--- src/rtl/ntt_ctrl_pkg.sv ---
// Mode and configuration control types
`default_nettype none

package ntt_ctrl_pkg;

    // Operating mode of the butterfly pair
    typedef enum logic {
        MODE_INTT = 1'b0,
        MODE_PWM  = 1'b1
    } mode_t;

    // Four-phase configuration write
    typedef enum logic [1:0] {
        CFG_IDLE       = 2'd0,
        CFG_WAIT_EMPTY = 2'd1,
        CFG_ACK        = 2'd2
    } cfg_state_t;

endpackage

`default_nettype wire

--- src/rtl/ntt_bf_cfg.sv ---
// Mode configuration register
`timescale 1ns/1ps
`default_nettype none

module ntt_bf_cfg
    import ntt_ctrl_pkg::*;
(
    input  wire   clk,
    input  wire   reset_n,
    input  wire   cfg_req_i,
    input  mode_t cfg_mode_i,
    output logic  cfg_ack_o,
    input  wire   busy_i,
    input  wire   valid_i,
    output mode_t mode_o
);

    cfg_state_t state, state_next;
    mode_t      mode_q;
    logic       write_en;

    always_ff @(posedge clk or negedge reset_n) begin
        if (!reset_n) begin
            state  <= CFG_IDLE;
            mode_q <= MODE_INTT;
        end else begin
            state <= state_next;
            if (write_en) begin
                mode_q <= cfg_mode_i;
            end
        end
    end

    // Write only once the datapath has drained
    always_comb begin
        state_next = state;
        write_en   = 1'b0;
        unique case (state)
            CFG_IDLE, CFG_WAIT_EMPTY: begin
                if (cfg_req_i) begin
                    if (busy_i) begin
                        state_next = CFG_WAIT_EMPTY;
                    end else begin
                        write_en   = 1'b1;
                        state_next = CFG_ACK;
                    end
                end
            end
            CFG_ACK: begin
                if (!cfg_req_i) begin
                    state_next = CFG_IDLE;
                end
            end
            default: state_next = CFG_IDLE;
        endcase
    end

    assign cfg_ack_o = (state == CFG_ACK);
    assign mode_o    = mode_q;

    // No new data while a mode change is pending
    assert property (@(posedge clk) disable iff (!reset_n) cfg_req_i |-> !valid_i);

    assert property (@(posedge clk) disable iff (!reset_n) $rose(cfg_ack_o) |-> cfg_req_i);

endmodule

`default_nettype wire

--- config.mk ---
export PLATFORM = sky130hd
export DESIGN_NAME = ntt_bf_cfg
export DESIGN_NICKNAME = d
export VERILOG_FILES = /design/src/rtl/ntt_ctrl_pkg.sv /design/src/rtl/ntt_bf_cfg.sv
export SDC_FILE = /design/constraint.sdc
export NUM_CORES = 1
export LEC_CHECK = 0
export ABC_AREA = 1
export BUFFER_PORTS_ARGS = -buffer_cell sky130_fd_sc_hd__buf_2
export CORE_AREA = 2 2 39 41
export CTS_BUF_LIST = sky130_fd_sc_hd__clkbuf_4 sky130_fd_sc_hd__clkbuf_8
export CTS_CLUSTER_SIZE = 14
export DETAILED_ROUTE_END_ITERATION = 10
export DIE_AREA = 0 0 41 43
export GPL_TIMING_DRIVEN = 0
export HOLD_SLACK_MARGIN = 0.06
export PLACE_DENSITY = 0.34
export SLEW_MARGIN = 25
export SYNTH_ARGS = -nofsm -noshare
export SYNTH_HDL_FRONTEND = slang
export SYNTH_SLANG_ARGS = --single-unit
--- constraint.sdc ---
create_clock -name clk -period 2.09 [get_ports clk]
set_input_delay 0.209 -clock clk [delete_from_list [all_inputs] [get_ports clk]]
set_output_delay 0.209 -clock clk [all_outputs]
set_load 0.01 [all_outputs]
* Word-level counts from Yosys, hierarchy flattened
Cells that the tools add are included.
W data, S select, Z words.
** Word-level totals
- Bits of input ports :: 6
- Register bits :: 3
- Word-level logic and storage cells :: 16
** Operators by class
- Mux-type cells :: 7
- Equal/unequal tests :: 4
- Reduce and logical (&&, ||, !) cells :: 3
** Operators with widths (number)
- $mux W2 :: 3
- $ne A2 B2 Y1 const B :: 2
- $pmux W2 S2 :: 1
- $mux W1 :: 3
- $eq A2 B1 Y1 const B :: 1
- $eq A2 B2 Y1 const B :: 1
- $logic_not A2 Y1 :: 1
- $reduce_and A2 Y1 :: 1
- $reduce_or A2 Y1 :: 1

* Logic depth before layout (Yosys ltp)
Gate-level depths: netlist of run 1.
- Depth after elaboration :: 4
- Gate-level depth with buffers :: 4

* Worst setup path before layout of run 1
OpenSTA, ideal clock, no wires.
- Path kind :: flip-flop to output port
- Start point :: register state[0]
- End point :: output cfg_ack_o
- Required time :: 1.881 ns
- Cell stages (with the launch flop) :: 4
- Slack :: 1.353 ns
- Path buffers :: 0
- Data arrival time :: 0.528 ns
- Cells stage by stage :: dfrtp_1 inv_1 nand2_1 inv_1
** On the way
- Longest elaborated chain between the ends :: 1
** Ends and longest elaborated chain
- from (decl) :: line ntt_bf_cfg.sv:18 : cfg_state_t state, state_next;
- from (signal assigned) :: line ntt_bf_cfg.sv:27 : state <= state_next;
- $eq A2 B2 Y1 :: line ntt_bf_cfg.sv:58 : assign cfg_ack_o = (state == CFG_ACK);
- to (decl) :: line ntt_bf_cfg.sv:12 : output logic cfg_ack_o,
No other way between the ends.

* Worst setup path in the final report of run 1
Same ends and word-level chain as after synthesis.

==> flow_summary.json, run 1 <==
{
  "status": "complete, no violations",
  "internal_power_mw": 0.164,
  "irDropWorstVdd_mv": 0.187,
  "pwr-share-clk_pct": 53.0,
  "final_nets": 35,
  "cts_buffer_depth": 2,
  "synth_cells": 17,
  "place_inst": 39,
  "cp_max_fo": 2,
  "final_area_sq_um": 224,
  "dr_total_vias": 144,
  "dp_hpwl_um": 261,
  "grt_pass1_vias": 151,
  "first_pass_iters": 2,
  "layout-drive-gt1-share_pct": 35.7,
  "fin_tns_setup_ns": 0,
  "worst_setup_path_start_kind": "register",
  "path_class": "reg -> out",
  "antenna_found_initial": 0,
  "crit_chain": "inv_1, nand2_1, inv_1, buf_2",
  "cts_tree": "built",
  "end_kind": "output pin",
  "core_area_sq_um": 1380,
  "min_path_type": "in -> reg",
  "ys_ff_latch": 3,
  "seqPwrFrac_pct": 32.9,
  "combPwrFrac_pct": 14.1,
  "rsz0062_at_grt": "false",
  "seq_area_frac_synth_pct": 56.1,
  "drt-total-wl_um": 334,
  "final_common_cell": "buf_2",
  "syn-mean-instance-area_sq_um": 7.88,
  "p_leak_nw": 0.130,
  "final_hold_viol_count": 0,
  "dieWidth_um": 41,
  "r2r_cells": 4,
  "core.rowCount": 14,
  "setup_viol": 0,
  "numCtsBuffers": 3,
  "yosysUniqueCellTypes": 8,
  "ys_warn_count": 0,
  "syn_area_sq_um": 134,
  "relSlewSlack_pct": 90.8,
  "insertion_delay_ns": 0.23,
  "crit_slowest_cell": "dfrtp_1",
  "drc": 0,
  "drv_slew": 0,
  "dpl-instance-area_sq_um": 184,
  "clkSinkCount": 3,
  "initial_core_util_pct": 9.67,
  "final_cell_mix": "buf_2, inv_1, clkbuf_4, nand2_1, dfrtp_1",
  "die-area_sq_um": 1760,
  "fin_cells": 44,
  "maxCapViolCount": 0,
  "worstMarginPinSlew_ns": 0.137,
  "worstPathArrival_ns": 0.87,
  "cellPowerDensity_nw_per_um2": 955,
  "grtUsageTotal_pct": 4.93,
  "place_congestion": 0.543,
  "htree_num_levels": 1,
  "overflow": 0,
  "max_stage_delay_ns": 0.36,
  "fin_crit_sh_pct": 51.7,
  "vias_per_cell": 3.27,
  "hold-path-cell-count": 3,
  "clk_root_buffer_cell": "clkbuf_4",
  "synthToLayoutAreaGrowth_pct": 67.3,
  "drtIter0Drc": 2,
  "grt_max_degree": 5,
  "power_mw": 0.214,
  "path_clk_slew_ns": 0.04,
  "synth_fp_nets": 23,
  "required_ns": 1.88,
  "fmax_mhz": 926,
  "grt_pass1_wl_um": 517,
  "dieHeight_um": 43,
  "netSwitchingFraction_pct": 23.3,
  "min_period_ns": 1.08,
  "skew_ns": 0.0000676,
  "drtAntennaViolNets": 0,
  "postCtsSetupBuffers": 0,
  "port_buffers": 6,
  "p_sw_mw": 0.0499,
  "wl_per_cell_um": 7.59,
  "diodes": 0,
  "ios": 8,
  "cpMostUsedCell": "inv_1"
}
-- synth_stat cells --
master	instances	share of area, %
nand4_1	1	4.7
o21ai_1	1	3.7
nand3_1	1	3.7
inv_1	5	14
nor2_1	2	5.6
dfrtp_1	3	56
nand2_1	3	8.4
o21ai_0	1	3.7
-- critical path, delay by kind of cell (launching register included) --
family        cells  cell delay [ns]
buf+inv           3             0.23
flops             1             0.36
simple gates      1             0.05
-- layout make-up --
type | count | area [sq um]
fillers | 155 | 1160
multi-input cells | 9 | 40.0
inverters | 5 | 18.8
flip-flops and latches | 3 | 75.1
repair buffers | 7 | 40.0
well taps | 16 | 20.0
clock buffers | 4 | 30.0
-- metrics by stage --
step	hold slack [ns]	utilization (%)	worst slack, ns
global placement	0.00529	13.3	1.27
CTS	0.254	16.2	1.01
floorplan	-0.0866	-	1.35
detailed placement	0.0106	13.3	1.26
global route	0.280	16.2	0.978
finish	0.254	16.2	1.01
-- flip-flops by register name (all words and copies together) (netlist names) --
signal,cells
mode_o,1
state,2
-- power groups by stage --
stage | registers (mW) | clock network, mW | logic, mW
after floorplan | 0.0725 | 0 | 0.0133
after global placement | 0.0709 | 0 | 0.0277
after detailed placement | 0.0711 | 0 | 0.0291
after CTS | 0.0704 | 0.118 | 0.0307
after global routing | 0.0711 | 0.124 | 0.0347
final | 0.0704 | 0.113 | 0.0301
-- logic make-up (layout without fill, tap and decap cells) --
group | count (synthesis) | in the layout | synth area share, %
flip-flops | 3 | 3 | 56.1
buffers and inverters | 5 | 16 | 14.0
AND/OR/NAND/NOR | 7 | 7 | 22.4
AO/OA/AOI/OAI | 2 | 2 | 7.47
-- path summary, 6_finish.rpt --
check	from	slack (ns)	to
hold reg to reg	mode_o	0.47	mode_o
hold / removal	busy_i	0.25	state[0]
setup / recovery	state[0]	1.01	cfg_ack_o
max in group asynchronous	reset_n	1.67	mode_o
min in group asynchronous	reset_n	0.31	state[0]
setup reg to reg	state[1]	1.32	mode_o
-- repair_timing --
item,CTS,global route
hold endpoints to repair,3,0
hold buffers,1,0
endpoints found under the setup margin,0,0
resized for setup,0,0
-- layer usage --
layer / vias to the layer above / global-route usage [%] / share of wire (%) / wire, um
li1: 72 / - / - / -
met3: 0 / 3.14 / 15 / 51
met5: - / 0 / 0 / 0
met1: 65 / 4.21 / 45 / 151
met4: 0 / 6.00 / 0 / 0
met2: 7 / 6.56 / 40 / 132
Power figures use the tool's default switching activity.
==> inputs of run 2 (changes only) <==
- ABC_AREA: 1 -> 0
- PLACE_DENSITY: 0.34 -> 0.35
- clock period: 2.09 -> 0.9 ns (I/O delays scaled with it)
==> flow_summary.json, run 2 <==
{
  "rsz0062_at_grt": "true",
  "setup_viol": 3,
  "crit_slowest_cell": "dfrtp_1",
  "fin_tns_setup_ns": -0.284,
  "core_area_sq_um": 1380,
  "cts_tree": "built",
  "synth_area_leaders": "dfrtp_1, mux2_4, nor3b_2",
  "dieWidth_um": 41,
  "grtUsageTotal_pct": 5.33,
  "synth_enable_flop_cells": 0,
  "overflow": 0,
  "netSwitchingFraction_pct": 21.7,
  "clk_root_buffer_cell": "clkbuf_4",
  "synth-async-reset-ratio_pct": 100,
  "layout-drive-gt1-share_pct": 60.9,
  "final_nets": 30,
  "final_common_cell": "buf_2",
  "path_buf_inv": 1,
  "yosysUniqueCellTypes": 7,
  "seq_area_frac_synth_pct": 55.6,
  "end_kind": "output pin",
  "insertion_delay_ns": 0.23,
  "worstMarginPinSlew_ns": 0.128,
  "grt_max_degree": 4,
  "port_buffers": 6,
  "internal_power_mw": 0.400,
  "dieHeight_um": 43,
  "min_path_type": "in -> reg",
  "largest_register_ffs": 2,
  "irDropWorstVdd_mv": 0.729,
  "max_stage_delay_ns": 0.39,
  "fmax_mhz": 983,
  "worst_setup_path_start_kind": "register",
  "combPwrFrac_pct": 16.0,
  "first_pass_iters": 2,
  "timing.final.ws_setup_ns": -0.118,
  "dr_total_vias": 121,
  "core.rowCount": 14,
  "min_period_ns": 1.02,
  "drt-total-wl_um": 321,
  "top_register": "state",
  "status": "complete, but fails checks",
  "ios": 8,
  "synthToLayoutAreaGrowth_pct": 77.8,
  "vias_per_cell": 3.10,
  "die-area_sq_um": 1760,
  "ys.flop_type": "dfrtp_1",
  "path_clk_slew_ns": 0.04,
  "synth_fp_nets": 16,
  "synth_common_cells": "dfrtp_1, nor2_1",
  "ctsResizeCount": 0,
  "p_sw_mw": 0.111,
  "clkSinkCount": 3,
  "path_class": "reg -> out",
  "drtIter0Drc": 1,
  "required_ns": 0.81,
  "initial_core_util_pct": 9.76,
  "multi_input_area_sq_um": 60.1,
  "synth_cells": 10,
  "grt_pass1_vias": 140,
  "p_leak_nw": 0.124,
  "crit_chain": "and2b_1, buf_2",
  "dpl-instance-area_sq_um": 185,
  "place_congestion": 0.563,
  "final_area_sq_um": 240,
  "seqCellArea_sq_um": 75.1,
  "syn_area_sq_um": 135,
  "final_hold_viol_count": 0,
  "violations": "setup timing",
  "numCtsBuffers": 3,
  "fillerInstances": 158,
  "ys_ff_latch": 3,
  "drv_slew": 0,
  "worstPathArrival_ns": 0.93,
  "htree_num_levels": 1,
  "drc": 0,
  "relSlewSlack_pct": 91.2,
  "seqPwrFrac_pct": 32.2,
  "cp_max_fo": 3,
  "cp_top_family": "flip-flops",
  "fin_crit_sh_pct": 113,
  "yosys.area.top_type_share_pct": 55.6,
  "timing.hold.ws_ns": 0.0932,
  "grt_pass1_wl_um": 545,
  "skew_ns": 0.00190,
  "antenna_found_initial": 0,
  "ys_warn_count": 0,
  "final_cell_mix": "buf_2, clkbuf_4, dfrtp_1, nor2_1, buf_4",
  "pwr-share-clk_pct": 51.8,
  "diodes": 0,
  "wl_per_cell_um": 8.23,
  "cellPowerDensity_nw_per_um2": 2130,
  "cts_buffer_depth": 2,
  "yosysTopAreaCell": "dfrtp_1",
  "drtAntennaViolNets": 0,
  "syn-mean-instance-area_sq_um": 13.5,
  "maxCapViolCount": 0,
  "synth_most_common_cell": "dfrtp_1",
  "power_mw": 0.512
}
run 2: kinds of logic after synthesis:
group           after synthesis  share of synthesized area [%]
compound gates                1                           5.56
mux                           2                           18.5
flops                         3                           55.6
simple gates                  4                           20.4
run 2: routing by layer:
layer,wire (um),vias up,track usage [%]
met4,9,0,2.00
met2,82,9,5.63
met3,55,2,7.85
met5,0,-,0
met1,173,50,5.50
li1,-,60,-
run 2: timing repair:
item,CTS,global route
hold buffers,1,0
pin swaps,1,0
endpoints found under the hold margin,3,0
setup endpoints to repair,2,3
setup buffers,2,0
run 2: final timing paths:
kind / startpoint / to / slack, ns / cells after the start
max: state[1] / cfg_ack_o / -0.12 / 2
max in group asynchronous: reset_n / state[1] / 0.61 / 2
max reg2reg: state[1] / mode_o / -0.11 / 2
min in group asynchronous: reset_n / state[0] / 0.18 / 2
min: cfg_mode_i / mode_o / 0.09 / 2
min reg2reg: state[0] / state[0] / 0.52 / 2
run 2: final cells by class:
type,instances,share of cell area [%]
clock buffers,4,12.5
multi-input cells,7,25.0
flip-flops and latches,3,31.3
well taps,16,8.33
repair buffers,9,22.9
run 2: metrics by stage:
step           utilization [%]  setup slack (ns)  instances
3_3_place_gp              13.4            -0.124         32
2_1_floorplan                -           -0.0904         10
5_1_grt                   17.4            -0.182         39
4_1_cts                   17.4            -0.133         39
6_report                  17.4            -0.118         39
3_5_place_dp              13.4            -0.129         32
run 2: power by group through the flow:
| stage | registers, mW | logic, mW | clock network [mW] |
|---|---|---|---|
| after floorplan | 0.169 | 0.0338 | 0 |
| after global placement | 0.166 | 0.0662 | 0 |
| after detailed placement | 0.168 | 0.0681 | 0 |
| after CTS | 0.165 | 0.0836 | 0.282 |
| after global routing | 0.167 | 0.0925 | 0.295 |
| final | 0.165 | 0.0820 | 0.265 |
